File: config.mk
export PLATFORM = sky130hd
export DESIGN_NAME = rv_exec
export DESIGN_NICKNAME = d
export VERILOG_FILES = /design/src/rtl/rv_pkg.sv /design/src/rtl/rv_exec.sv
export SDC_FILE = /design/constraint.sdc
export NUM_CORES = 1
export LEC_CHECK = 0
export ABC_AREA = 1
export BUFFER_PORTS_ARGS = -buffer_cell sky130_fd_sc_hd__buf_2
export CAP_MARGIN = 20
export CORE_AREA = 2 2 316 318
export DETAILED_ROUTE_END_ITERATION = 10
export DIE_AREA = 0 0 318 320
export GPL_TIMING_DRIVEN = 0
export HOLD_SLACK_MARGIN = 0.08
export PLACE_DENSITY = 0.36
export REMOVE_ABC_BUFFERS = 1
export SLEW_MARGIN = 25
export SYNTH_ARGS = -nofsm -noshare
export SYNTH_HDL_FRONTEND = slang
export SYNTH_SLANG_ARGS = --single-unit
File: constraint.sdc
create_clock -name clk -period 6 [get_ports clk]
set_input_delay 1.2 -clock clk [delete_from_list [all_inputs] [get_ports clk]]
set_output_delay 1.2 -clock clk [all_outputs]
set_load 0.02 [all_outputs]
File: src/rtl/rv_pkg.sv
`default_nettype none

package rv_pkg;

    // widths with a meaning of their own
    typedef logic [63:0] xlen_t;     // register, bus data and bus address word
    typedef logic [31:0] pc_t;       // program counter
    typedef logic [31:0] inst_t;     // raw instruction word
    typedef logic [4:0]  reg_idx_t;  // x0..x31
    typedef logic [11:0] csr_addr_t; // csr space
    typedef logic [3:0]  irq_vec_t;  // external interrupt vector

    // execute stage states
    typedef enum logic [1:0] {
        st_run,       // one instruction per cycle
        st_load_wait, // read data arrives here
        st_flush      // bubble, fetched word dropped
    } exec_state_t;

    // major opcodes, ir[6:0]
    localparam logic [6:0] op_lui    = 7'b0110111;
    localparam logic [6:0] op_op_imm = 7'b0010011;
    localparam logic [6:0] op_op     = 7'b0110011;
    localparam logic [6:0] op_load   = 7'b0000011;
    localparam logic [6:0] op_store  = 7'b0100011;
    localparam logic [6:0] op_system = 7'b1110011;

    // funct3 for loads and stores
    localparam logic [2:0] f3_byte   = 3'b000; // lb / sb
    localparam logic [2:0] f3_double = 3'b011; // ld / sd

    // funct3 for alu and csr ops
    localparam logic [2:0] f3_add    = 3'b000; // addi / add
    localparam logic [2:0] f3_csrrw  = 3'b001;
    localparam logic [2:0] f3_csrrs  = 3'b010;

    // mret is one fixed word
    localparam inst_t inst_mret = 32'h3020_0073;

    // machine csr addresses
    localparam csr_addr_t csr_mstatus = 12'h300;
    localparam csr_addr_t csr_mie     = 12'h304;
    localparam csr_addr_t csr_mtvec   = 12'h305;
    localparam csr_addr_t csr_mepc    = 12'h341;
    localparam csr_addr_t csr_mcause  = 12'h342;
    localparam csr_addr_t csr_mip     = 12'h344;

    // bit positions inside the csrs
    localparam int mstatus_mie_bit  = 3;
    localparam int mstatus_mpie_bit = 7;
    localparam int mie_meie_bit     = 11;
    localparam int mip_meip_bit     = 11; // same slot as meie

    // first fetch address
    localparam pc_t reset_pc = 32'h0000_0000;

endpackage

`default_nettype wire

File: src/rtl/rv_exec.sv
`timescale 1ns/10ps
`default_nettype none

module rv_exec (
    input  logic                clk,
    input  logic                reset,
    input  rv_pkg::inst_t       instruction,
    input  rv_pkg::xlen_t       bus_read_data,
    input  rv_pkg::xlen_t       rs1_data,
    input  rv_pkg::xlen_t       rs2_data,
    input  rv_pkg::xlen_t       csr_rdata,
    input  logic                irq_pending,
    input  rv_pkg::xlen_t       mtvec,
    input  rv_pkg::xlen_t       mepc,
    output rv_pkg::pc_t         pc,
    output rv_pkg::inst_t       ir,
    output logic                heartbeat,
    output logic                interrupt_done,
    output rv_pkg::xlen_t       bus_address,
    output rv_pkg::xlen_t       bus_write_data,
    output logic                bus_write_enable,
    output logic                bus_read_enable,
    output rv_pkg::reg_idx_t    rs1_idx,
    output rv_pkg::reg_idx_t    rs2_idx,
    output logic                rd_we,
    output rv_pkg::reg_idx_t    rd_idx,
    output rv_pkg::xlen_t       rd_data,
    output logic                csr_we,
    output logic                csr_set,
    output rv_pkg::csr_addr_t   csr_addr,
    output rv_pkg::xlen_t       csr_wdata,
    output logic                trap_enter,
    output rv_pkg::pc_t         trap_epc,
    output logic                trap_return
);

    rv_pkg::exec_state_t state;
    rv_pkg::exec_state_t state_next;
    rv_pkg::pc_t         pc_next;

    // instruction fields
    logic [6:0]    opcode;
    logic [2:0]    funct3;
    logic [6:0]    funct7;
    rv_pkg::xlen_t imm_i;
    rv_pkg::xlen_t imm_s;
    rv_pkg::xlen_t imm_u;
    rv_pkg::xlen_t load_ext;

    // decode flags
    logic is_load;
    logic is_store;
    logic is_csr;
    logic is_mret;
    logic take_irq; // trap instead of executing ir
    logic exec;     // ir really executes this cycle
    logic stall;    // hold pc and ir

    assign opcode = ir[6:0];
    assign funct3 = ir[14:12];
    assign funct7 = ir[31:25];

    assign imm_i = {{52{ir[31]}}, ir[31:20]};
    assign imm_s = {{52{ir[31]}}, ir[31:25], ir[11:7]};
    assign imm_u = {{32{ir[31]}}, ir[31:12], 12'b0};

    // only lb/ld and sb/sd, other widths fall through as no-ops
    assign is_load  = (opcode == rv_pkg::op_load)
                    && (funct3 == rv_pkg::f3_byte || funct3 == rv_pkg::f3_double);
    assign is_store = (opcode == rv_pkg::op_store)
                    && (funct3 == rv_pkg::f3_byte || funct3 == rv_pkg::f3_double);
    assign is_csr   = (opcode == rv_pkg::op_system)
                    && (funct3 == rv_pkg::f3_csrrw || funct3 == rv_pkg::f3_csrrs);
    assign is_mret  = (ir == rv_pkg::inst_mret);

    // a load is never interrupted halfway
    assign take_irq = (state == rv_pkg::st_run) && irq_pending && !is_load;
    assign exec     = (state == rv_pkg::st_run) && !take_irq;
    assign stall    = exec && is_load;

    assign rs1_idx = ir[19:15];
    assign rs2_idx = ir[24:20];
    assign rd_idx  = ir[11:7];

    // bus, issued in the same cycle the insn executes
    assign bus_read_enable  = exec && is_load;
    assign bus_write_enable = exec && is_store;
    assign bus_address      = rs1_data + (is_store ? imm_s : imm_i);
    assign bus_write_data   = (funct3 == rv_pkg::f3_byte) ? {56'b0, rs2_data[7:0]}
                                                          : rs2_data;

    // lb sign extends, ld takes the full word
    assign load_ext = (funct3 == rv_pkg::f3_byte)
                    ? {{56{bus_read_data[7]}}, bus_read_data[7:0]}
                    : bus_read_data;

    // csr access, csrrs with x0 ors in zero so nothing changes
    assign csr_we    = exec && is_csr;
    assign csr_set   = (funct3 == rv_pkg::f3_csrrs);
    assign csr_addr  = ir[31:20];
    assign csr_wdata = rs1_data;

    // trap handshake with the csr block
    assign trap_enter  = take_irq;
    assign trap_epc    = pc - 32'd4; // ir came from pc-4
    assign trap_return = exec && is_mret;

    // register writeback
    always_comb begin
        rd_we   = 1'b0;
        rd_data = '0;
        if (state == rv_pkg::st_load_wait) begin
            rd_we   = 1'b1; // ir still holds the load
            rd_data = load_ext;
        end else if (exec) begin
            case (opcode)
                rv_pkg::op_lui: begin
                    rd_we   = 1'b1;
                    rd_data = imm_u;
                end
                rv_pkg::op_op_imm: begin
                    rd_we   = (funct3 == rv_pkg::f3_add); // addi only
                    rd_data = rs1_data + imm_i;
                end
                rv_pkg::op_op: begin
                    rd_we   = (funct3 == rv_pkg::f3_add) && (funct7 == 7'b0);
                    rd_data = rs1_data + rs2_data;
                end
                rv_pkg::op_system: begin
                    rd_we   = is_csr; // old csr value to rd
                    rd_data = csr_rdata;
                end
                default: ;
            endcase
        end
    end

    // next pc and state
    always_comb begin
        pc_next    = pc + 32'd4;
        state_next = state;
        case (state)
            rv_pkg::st_run: begin
                if (take_irq) begin
                    pc_next    = {mtvec[31:2], 2'b00}; // direct mode only
                    state_next = rv_pkg::st_flush;
                end else if (is_load) begin
                    pc_next    = pc;
                    state_next = rv_pkg::st_load_wait;
                end else if (is_mret) begin
                    pc_next    = mepc[31:0];
                    state_next = rv_pkg::st_flush;
                end
            end
            rv_pkg::st_load_wait: begin
                pc_next    = pc; // word at pc is refetched in the bubble
                state_next = rv_pkg::st_flush;
            end
            rv_pkg::st_flush: state_next = rv_pkg::st_run;
            default:          state_next = rv_pkg::st_run;
        endcase
    end

    always_ff @(posedge clk or negedge reset) begin
        if (!reset) begin
            pc             <= rv_pkg::reset_pc;
            ir             <= '0; // executes as a no-op
            state          <= rv_pkg::st_run;
            heartbeat      <= 1'b0;
            interrupt_done <= 1'b0;
        end else begin
            heartbeat      <= ~heartbeat;
            interrupt_done <= trap_return; // one cycle pulse after mret
            pc             <= pc_next;
            state          <= state_next;
            if (!stall) begin
                ir <= instruction; // fetch
            end
        end
    end

endmodule

`default_nettype wire

==> flow_metrics.py, run 1 <==
metrics = {
    "status": {
        "status": "completed",
    },
    "hold_path": {
        "hp-class": "register to register",
        "holdPathStages": 1,
    },
    "power": {
        "powerDensity_mw_per_mm2": 205,
        "vdd_drop_max_mv": 0.155,
        "p_leak_nw": 14.3,
        "p_total_mw": 4.98,
    },
    "critical_path": {
        "regToRegStartpoint": "ir[14]",
        "r2r-end": "pc[11]",
        "critPathRequiredTime_ns": 4.80,
        "cp_max_fo": 9,
        "worstPathArrival_ns": 4.46,
        "cp-startpoint": "ir[3]",
        "cp-start-kind": "register",
        "endpoint": "rd_data[20]",
        "end_kind": "primary output",
        "r2r_slack_ns": 2.30,
        "critPathKind": "register to primary output",
        "rr_worst_depth": 11,
    },
    "sta": {
        "clock.fmax_ghz": 0.177,
        "worstMarginPinSlew_ns": 1.07,
        "skew_ns": 0.0172,
        "timing.slew.headroom_pct": 28.2,
        "hold_viol": 0,
        "tns_ns": 0,
        "finalSetupViolations": 0,
        "finalCriticalPeriod_ns": 5.66,
        "fin_crit_sh_pct": 94.4,
        "drv_slew": 0,
        "rsz0062_at_grt": "false",
    },
    "final_layout": {
        "final_common_cell": "nand2_1",
        "nNetsFinal": 4905,
        "drive_above_1_share_pct": 19.1,
        "final_cell_mix": "nand2_1, buf_2, inv_1",
        "final_area_mm2": 0.0243,
        "syn2layout_area_growth_pct": 25.4,
    },
    "floorplanning": {
        "die_w_um": 318,
        "initial_core_util_pct": 19.8,
        "io_pins": 807,
        "core_mm2": 0.0980,
        "dieArea_mm2": 0.102,
        "rows": 115,
        "die_y_um": 320,
    },
    "logic_synthesis": {
        "synth_edf_count": 0,
        "netlist_instances": 3773,
        "yosys_warnings": 0,
        "synth_area_per_cell_um2": 5.13,
        "synth_area_mm2": 0.0194,
        "synth_flop_cell": "dfrtp_1",
        "synth-async-reset-ratio_pct": 100,
        "ys_seq_area_share_pct": 8.79,
        "ys_types": 49,
        "ys_ff_latch": 68,
    },
    "detailed_routing": {
        "ant_nets": 0,
        "drc": 0,
        "routed_wl_um": 115000,
        "dr.pass1.iters": 6,
        "drtIter0Drc": 1509,
        "vias": 24800,
        "viasPerCell": 4.39,
        "wl_per_cell_um": 20.4,
    },
    "global_route": {
        "gr-total-overflow": 0,
        "grtUsageTotal_pct": 21.8,
        "antenna_found_initial": 20,
        "grt_max_degree": 69,
        "grt_pass1_wl_um": 163000,
        "grt_pass1_vias": 24000,
    },
    "cts": {
        "root_buffer": "clkbuf_16",
        "cts_setup_buffers": 0,
        "clock_tree.htree_level_count": 3,
        "numCtsBuffers": 9,
        "cts_sinks": 68,
        "clock_latency_ns": 0.38,
        "clockBufferDepth": 2,
        "cts_tree": "built",
        "clk_pin_slew_ns": 0.06,
    },
    "run": {
        "maxCapViolCount": 0,
    },
    "place": {
        "io_buffers": 740,
        "dp_hpwl_um": 100000,
        "placedInstanceArea_mm2": 0.0239,
        "gp_congestion": 0.943,
    },
}
flip-flops by register name, summed over array words and instances (netlist names):
register / count
heartbeat: 1
interrupt_done: 1
ir: 32
pc: 32
state: 2
metal layers:
layer,up-vias,track usage (%),wire length [um]
met5,-,0,111
li1,12800,-,-
met1,11200,26.7,49700
met2,707,40.4,58000
met4,20,4.92,2410
met3,101,2.34,4600
cell type report:
cell class	instances	area, um2
Fill cell	11700	73700
Multi-Input combinational cell	2823	14000
Timing Repair Buffer	753	4020
Inverter	687	2580
Sequential cell	68	1710
Tap cell	1287	1610
Clock buffer	11	253
Clock inverter	5	108
Antenna cell	6	15.0
stage by stage:
stage | hold WS (ns) | utilization, % | std cells | worst slack, ns
global placement | 0.403 | 24.0 | 5605 | -3.20
floorplan | 0.533 | - | 3578 | 0.328
CTS | 0.419 | 24.7 | 5634 | 0.0467
detailed placement | 0.404 | 24.4 | 5618 | 0.0160
global route | 0.434 | 24.8 | 5636 | 0.00373
finish | 0.421 | 24.8 | 5640 | 0.336
what timing repair did:
action / 4_1_cts / 5_1_grt
setup endpoints to repair: 54 / 37
hold buffers: 0 / 0
gates resized for setup: 8 / 7
power breakdown:
| group | internal (mW) | switching (mW) | leakage (nW) |
|---|---|---|---|
| sequential | 0.576 | 0.318 | 0.799 |
| clock | 0.431 | 0.247 | 0.176 |
| combinational | 1.05 | 2.36 | 13.4 |
critical path: stages (launching register included):
cell and delay (ns):
dfrtp_1 0.38, inv_1 0.07, nand3_2 0.12, nor2_4 0.23, nand2_4 0.16, nor2_1 0.12
a21oi_1 0.05, ha_1 0.34, fa_1 0.60, nand3_1 0.15, nand3_1 0.22, nand3_1 0.14
nand3_1 0.19, nand2_1 0.11, nand2_1 0.10, o21ai_0 0.60, nand3_1 0.18, nand2_1 0.11
nand2_1 0.05, buf_2 0.16
cell families after synthesis:
family,synth area share (%)
AO/OA/AOI/OAI,14.6
AND/OR/NAND/NOR,43.3
adder cells (fa/ha/maj),9.38
buffers and inverters,19.5
flip-flops,8.79
XOR/XNOR,4.48
synthesized netlist by cell type, types with 4 or more instances:
library cell  instances  area [um2]
a21o_1               17         128
a21oi_1             212        1060
a22o_1               11        96.3
a31oi_1               9        56.3
and2_1                5        31.3
buf_1                 6        22.5
buf_2                17        85.1
buf_4               107         803
buf_6                 5        56.3
clkbuf_1             60         225
dfrtp_1              68        1700
ha_1                142        1780
inv_1               680        2550
inv_2                 6        22.5
nand2_1            1308        4910
nand2_2               6        37.5
nand3_1             186         931
nand3b_1              7        52.6
nand4_1              41         257
nor2_1              416        1560
nor2_2                6        37.5
nor2_4                4        45.0
nor3_1               48         240
nor3_2                5        50.1
nor4_1               10        62.6
o211ai_1             21         158
o21ai_0             205        1030
o21ai_1              12        60.1
o21bai_1             13        97.6
or2_1                 4        25.0
or2_2                10        62.6
xnor2_1              18         158
xor2_1               81         709
how the worst min path moves through the flow:
stage	startpoint	to
floorplan	heartbeat	heartbeat
global placement	heartbeat	heartbeat
detailed placement	heartbeat	heartbeat
CTS	heartbeat	heartbeat
global route	heartbeat	heartbeat
finish	heartbeat	heartbeat
Note: power is estimated with default switching activity, not from simulation.
==> run 2: changes to the inputs <==
- ABC_AREA: 1 -> not set
- CELL_PAD_IN_SITES_DETAIL_PLACEMENT: not set -> 1
- CELL_PAD_IN_SITES_GLOBAL_PLACEMENT: not set -> 1
- CORE_AREA: 2 2 316 318 -> 2 2 310 312
- DIE_AREA: 0 0 318 320 -> 0 0 312 314
- PLACE_DENSITY: 0.36 -> not set
- PLACE_DENSITY_LB_ADDON: not set -> 0.1
==> run 2 against run 1 <==
Compared with the run above:
- the run now ends with negative setup slack left
- worst hold slack gained 0.0067 ns
- setup slack worse by 0.47 ns
- sequential power down 1%
- largest power group unchanged
- synthesized cell count down 46%
- clock power fell by 8.6%
- non-clock buffer count grew 118
- first-iteration DRC count decreased by 44%
- wire length shrank 18%
- clock skew increased by 0.0063 ns
- count of clock-buffer cells in the layout is the same
- largest cell class unchanged
- register-to-register slack lost 0.63 ns
- design area fell by 6.5%
==> flow_metrics.py, run 2 <==
metrics = {
    "floorplanning": {
        "core_mm2": 0.0944,
        "io_pins": 807,
        "die_w_um": 312,
        "initial_core_util_pct": 15.6,
        "rows": 113,
        "dieArea_mm2": 0.0980,
        "die_y_um": 314,
    },
    "cts": {
        "clock_latency_ns": 0.38,
        "clockBufferDepth": 2,
        "root_buffer": "clkbuf_16",
        "cts_tree": "built",
        "clock_tree.htree_level_count": 3,
        "ctsHoldBuffers": 0,
        "numCtsBuffers": 9,
        "clk_pin_slew_ns": 0.06,
        "cts_sinks": 68,
    },
    "sta": {
        "finalSetupViolations": 18,
        "timing.final.ws_setup_ns": -0.133,
        "rsz0062_at_grt": "true",
        "skew_ns": 0.0235,
        "whs_ns": 0.428,
        "hold_viol": 0,
        "tns_ns": -0.946,
        "finalCriticalPeriod_ns": 6.13,
        "fin_crit_sh_pct": 102,
        "clock.fmax_ghz": 0.163,
        "drv_slew": 0,
        "worstMarginPinSlew_ns": 0.976,
        "timing.slew.headroom_pct": 34.5,
    },
    "global_route": {
        "grtUsageTotal_pct": 18.2,
        "grt_max_degree": 61,
        "gr-total-overflow": 0,
        "busiest_layer": "met2",
        "antenna_found_initial": 12,
        "use_met3_pct": 2.90,
        "met2_usage_pct": 33.4,
        "met1_usage_pct": 22.1,
        "grt_pass1_vias": 19800,
        "grt_pass1_wl_um": 134000,
    },
    "logic_synthesis": {
        "ys_types": 76,
        "synth_top_area_share_pct": 12.0,
        "yosysTopAreaCell": "ha_1",
        "yosys-top-cells-count": "a21oi_1, nand2_1, ha_1",
        "synth_area_leaders": "ha_1, dfrtp_1, a21oi_1",
        "synth_area_per_cell_um2": 7.22,
        "synth_edf_count": 0,
        "yosys_warnings": 0,
        "netlist_instances": 2048,
        "yosysMostFrequentCell": "a21oi_1",
        "synth_area_mm2": 0.0148,
        "ys_seq_area_share_pct": 11.5,
        "synth_flop_cell": "dfrtp_1",
        "synth-async-reset-ratio_pct": 100,
        "ys_ff_latch": 68,
    },
    "detailed_routing": {
        "vias": 18500,
        "wl_per_cell_um": 23.7,
        "viasPerCell": 4.67,
        "ant_nets": 0,
        "dr.pass1.iters": 5,
        "routed_wl_um": 94000,
        "drc": 0,
        "drtIter0Drc": 838,
    },
    "power": {
        "vdd_drop_max_mv": 0.131,
        "clkPwrFrac_pct": 13.5,
        "seqPwrFrac_pct": 19.3,
        "p_int_mw": 2.14,
        "p_leak_nw": 10.1,
        "powerDensity_mw_per_mm2": 202,
        "p_sw_share_pct": 53.3,
        "p_switching_mw": 2.45,
        "p_total_mw": 4.59,
        "combPwrFrac_pct": 67.2,
    },
    "critical_path": {
        "crit_top_cell": "buf_6",
        "worstPathArrival_ns": 4.93,
        "r2r_slack_ns": 1.67,
        "cpMaxStageDelayCell": "dfrtp_1",
        "critPathRequiredTime_ns": 4.80,
        "cp-start-kind": "register",
        "end_kind": "primary output",
        "path_cells": "xnor2_2 -> nand4_1 -> buf_6 -> mux2_4 -> fa_2 -> a211oi_2 -> nor2_2 -> o31a_1 -> a311oi_4 -> buf_6 -> or3b_4 -> a31oi_4 -> o211ai_1 -> buf_4 -> o221ai_4 -> buf_6 -> a2111oi_4 -> nand4b_1 -> buf_6",
        "max_stage_delay_ns": 0.65,
        "cp_max_fo": 7,
        "regToRegStartpoint": "ir[3]",
        "r2r-end": "pc[29]",
        "critPathKind": "register to primary output",
        "rr_worst_depth": 11,
        "critical-path-top-delay-family": "compound AO/OA/AOI/OAI gates",
        "path_buf_inv": 5,
    },
    "status": {
        "violations": "negative setup slack",
        "status": "finished with violations",
    },
    "place": {
        "placedInstanceArea_mm2": 0.0193,
        "gp_congestion": 0.839,
        "post-place-ws_ns": -1.36,
        "dp_hpwl_um": 77900,
        "io_buffers": 740,
    },
    "final_layout": {
        "nNetsFinal": 3253,
        "drive_above_1_share_pct": 44.7,
        "final_cell_mix": "buf_2, a21oi_1, nand2_1",
        "final_area_mm2": 0.0227,
        "syn2layout_area_growth_pct": 53.5,
        "multi_input_area_mm2": 0.0137,
        "register_area_mm2": 0.00171,
        "fill_cells": 11400,
        "largestRegisters": "ir: 32 flops, pc: 32 flops, state: 2 flops",
        "final_common_cell": "buf_2",
    },
    "hold_path": {
        "holdPathStages": 1,
        "min_to": "heartbeat",
        "hp-start": "heartbeat",
        "hp-class": "register to register",
    },
    "run": {
        "maxCapViolCount": 0,
    },
}
==> run 2: cell count changes in the layout (fill, tap and decap cells not counted), sizes merged, moves of 92 or more <==
cell and delta:
nor2 -305, inv -647, nand2 -1166, nand3 -146
buf +118, a21o +92
==> run 2: logic make-up after synthesis <==
group | after synthesis | share of synthesized area [%]
AO/OA/AOI/OAI | 788 | 34.1
AND/OR/NAND/NOR | 574 | 20.0
buffers and inverters | 279 | 9.83
XOR/XNOR | 152 | 9.01
adder cells (fa/ha/maj) | 144 | 12.3
flip-flops | 68 | 11.5
multiplexers | 43 | 3.25
==> run 2: repair_timing <==
item,in CTS,in global routing
hold endpoints to repair,0,0
gates resized for setup,279,195
buffers inserted,71,35
pin swaps,96,99
endpoints found under the setup margin,95,75
==> run 2: worst max-delay path by stage <==
| stage | endpoint | depth (start not counted) | startpoint | slack, ns |
|---|---|---|---|---|
| floorplan | rd_data[51] | 13 | ir[3] | -6.77 |
| global placement | rd_data[51] | 14 | ir[5] | -21.62 |
| detailed placement | bus_address[58] | 16 | ir[3] | -1.36 |
| CTS | bus_address[24] | 18 | ir[3] | -0.25 |
| global route | rd_data[34] | 21 | ir[3] | -0.37 |
| finish | bus_address[62] | 19 | ir[12] | -0.13 |
==> run 2: area by class of cell <==
class / count / area share [%]
clock buffers: 11 / 1.07
well taps: 1265 / 6.98
multi-input cells: 1701 / 60.5
flip-flops and latches: 68 / 7.52
inverters: 39 / 0.645
diodes: 5 / 0.0552
repair buffers: 871 / 22.9
clock inverters: 5 / 0.331
==> run 2: worst register-to-register path: stages, from the launching register on <==
cell and delay [ns]:
dfrtp_1 0.38, nand3b_1 0.25, nor3_2 0.20, buf_4 0.14, and4b_1 0.32, or2_4 0.52, inv_1 0.31, nor3_1 0.68
nand2_2 0.61, o221a_2 0.47, a21o_1 0.16, a22o_1 0.17
==> run 2: routing by layer <==
metal | up-vias | part of all wire [%]
met2 | 534 | 51
met3 | 75 | 4.8
met4 | 8 | 1.8
met5 | - | 0.061
li1 | 8785 | -
met1 | 9133 | 42
==> run 2: through the flow <==
stage / std cells / utilization (%)
final: 3965 / 24.0
after global routing: 3962 / 24.0
after floorplan: 1808 / -
after global placement: 3813 / 19.9
after detailed placement: 3845 / 20.4
after CTS: 3929 / 22.8
==> run 2: power groups by stage <==
stage          Clock (mW)  Combinational (mW)  Sequential [mW]
4_1_cts             0.648                2.99            0.890
5_1_grt             0.661                3.34            0.919
6_report            0.620                3.09            0.884
3_3_place_gp            0                2.72            0.900
2_1_floorplan           0                1.47            0.931
3_5_place_dp            0                2.74            0.898
==> run 3: changes to the inputs <==
==> constraint.sdc (replaced) <==
create_clock -name clk -period 6 [get_ports clk]
set_input_delay 0.3 -clock clk [delete_from_list [all_inputs] [get_ports clk]]
set_output_delay 0.3 -clock clk [all_outputs]
set_load 0.02 [all_outputs]
==> run 3 against run 2 <==
Compared with the run above:
- the run now ends clean
- clock power hardly changed
- die area is the same
- cell count shrank 2.2%
- highest routed layer unchanged
==> flow_metrics.py, run 3 (same netlist as run 2, synthesis figures left out) <==
metrics = {
    "place": {
        "dp_hpwl_um": 77900,
        "gp_congestion": 0.839,
        "placedInstanceArea_mm2": 0.0193,
        "io_buffers": 740,
    },
    "floorplanning": {
        "rows": 113,
        "dieArea_mm2": 0.0980,
        "core_mm2": 0.0944,
        "die_y_um": 314,
        "die_w_um": 312,
        "io_pins": 807,
        "initial_core_util_pct": 15.6,
    },
    "final_layout": {
        "final_util_pct": 21.1,
        "fill_cells": 11600,
        "final_common_cell": "buf_2",
        "nNetsFinal": 3167,
        "drive_above_1_share_pct": 35.0,
        "final_cell_mix": "buf_2, a21oi_1, nand2_1",
        "largestRegisters": "ir: 32 flops, pc: 32 flops, state: 2 flops",
        "register_area_mm2": 0.00171,
        "multi_input_area_mm2": 0.0119,
        "final_area_mm2": 0.0200,
        "syn2layout_area_growth_pct": 35.1,
    },
    "sta": {
        "hold_viol": 0,
        "tns_ns": 0,
        "drv_slew": 0,
        "skew_ns": 0.0251,
        "clock.fmax_ghz": 0.174,
        "worstMarginPinSlew_ns": 1.11,
        "finalSetupViolations": 0,
        "fin_crit_sh_pct": 95.6,
        "timing.slew.headroom_pct": 25.7,
        "finalCriticalPeriod_ns": 5.74,
        "whs_ns": 0.133,
    },
    "cts": {
        "clk_pin_slew_ns": 0.06,
        "clock_tree.htree_level_count": 3,
        "clock_latency_ns": 0.38,
        "clockBufferDepth": 2,
        "cts_tree": "built",
        "cts_sinks": 68,
        "numCtsBuffers": 9,
        "root_buffer": "clkbuf_16",
    },
    "power": {
        "vdd_drop_max_mv": 0.130,
        "p_leak_nw": 9.20,
        "powerDensity_mw_per_mm2": 213,
    },
    "detailed_routing": {
        "drc": 0,
        "drtIter0Drc": 866,
        "vias": 18200,
        "dr.pass1.iters": 6,
        "wl_per_cell_um": 23.6,
        "viasPerCell": 4.68,
        "routed_wl_um": 91400,
        "ant_nets": 0,
    },
    "global_route": {
        "grt_pass1_wl_um": 131000,
        "grtUsageTotal_pct": 17.8,
        "gr-total-overflow": 0,
        "antenna_found_initial": 14,
        "grt_pass1_vias": 19300,
        "grt_max_degree": 61,
    },
    "critical_path": {
        "critPathRequiredTime_ns": 5.70,
        "max_stage_delay_ns": 0.49,
        "worstPathArrival_ns": 5.44,
        "cpMaxStageDelayCell": "or3b_2",
        "cp_max_fo": 4,
        "cp-start-kind": "register",
        "end_kind": "primary output",
        "critPathKind": "register to primary output",
        "path_cells": "nand3b_1 -> nor3_2 -> nand4_1 -> mux2_2 -> ha_1 -> fa_1 -> a211oi_1 -> nor2_1 -> o31a_1 -> a311oi_4 -> buf_12 -> o31ai_1 -> a21o_1 -> a221o_1 -> or3b_2 -> a31oi_2 -> xnor2_1 -> buf_2",
        "critical-path-top-delay-family": "compound AO/OA/AOI/OAI gates",
        "path_buf_inv": 2,
    },
    "run": {
        "maxCapViolCount": 0,
    },
    "status": {
        "status": "completed",
    },
    "hold_path": {
        "hp-class": "input port to register",
    },
}
==> run 3: cell count changes in the layout (fill, tap and decap cells not counted), moves of 24 or more <==
cell / before / now
xnor2_1: 59 / 88
o21ai_0: 92 / 135
buf_6: 39 / 3
o21ai_1: 25 / 1
xnor2_2: 28 / 1
buf_4: 121 / 14
ha_1: 104 / 140
buf_2: 693 / 746
ha_4: 31 / 1
==> run 3: worst register-to-register path, delay by kind of cell, from the launching register on <==
kind,cells,cell delay [ns]
simple gates,6,2.95
compound gates,3,0.80
buf+inv,2,0.53
flops,1,0.38
==> run 3: layout make-up <==
cell class                      count  share of cell area, %
Antenna cell                        5                 0.0627
Clock buffer                       11                   1.22
Clock inverter                      5                  0.376
Inverter                           39                  0.733
Multi-Input combinational cell   1701                   59.8
Sequential cell                    68                   8.55
Tap cell                         1265                   7.93
Timing Repair Buffer              785                   21.4
==> run 3: worst paths after layout <==
check	startpoint	endpoint	depth (start not counted)	slack, ns
worst max-delay path	ir[3]	bus_address[24]	18	0.26
worst min-delay path	instruction[1]	ir[1]	2	0.13
worst max register to register	ir[3]	pc[29]	11	1.23
worst min register to register	heartbeat	heartbeat	1	0.43
max in group asynchronous	reset	ir[5]	3	5.02
min in group asynchronous	reset	pc[27]	2	0.39
==> run 3: power by group <==
part | leakage [nW] | switching, mW | internal (mW)
registers | 0.781 | 0.315 | 0.569
clock network | 0.159 | 0.247 | 0.374
logic | 8.26 | 1.75 | 0.999
==> run 3: timing repair <==
item,in CTS,in global routing
gates cloned,0,0
pin swaps,4,8
setup buffers,4,8
hold endpoints to repair,24,0
hold buffers,1,0
setup endpoints to repair,30,41
gates resized for setup,20,27
==> run 3: metrics by stage <==
| step | total power, mW | worst slack (ns) | std cells |
|---|---|---|---|
| floorplan | 2.40 | -5.87 | 1808 |
| global placement | 3.62 | -20.72 | 3813 |
| detailed placement | 3.64 | -0.463 | 3845 |
| CTS | 4.31 | -0.00431 | 3866 |
| global route | 4.57 | -0.0131 | 3876 |
| finish | 4.25 | 0.265 | 3879 |
==> run 3: layer usage <==
metal | global-route usage, % | routed length (um)
met5 | 0 | 59
met4 | 4.14 | 1780
met3 | 3.00 | 4590
met2 | 32.4 | 46100
met1 | 21.7 | 38900
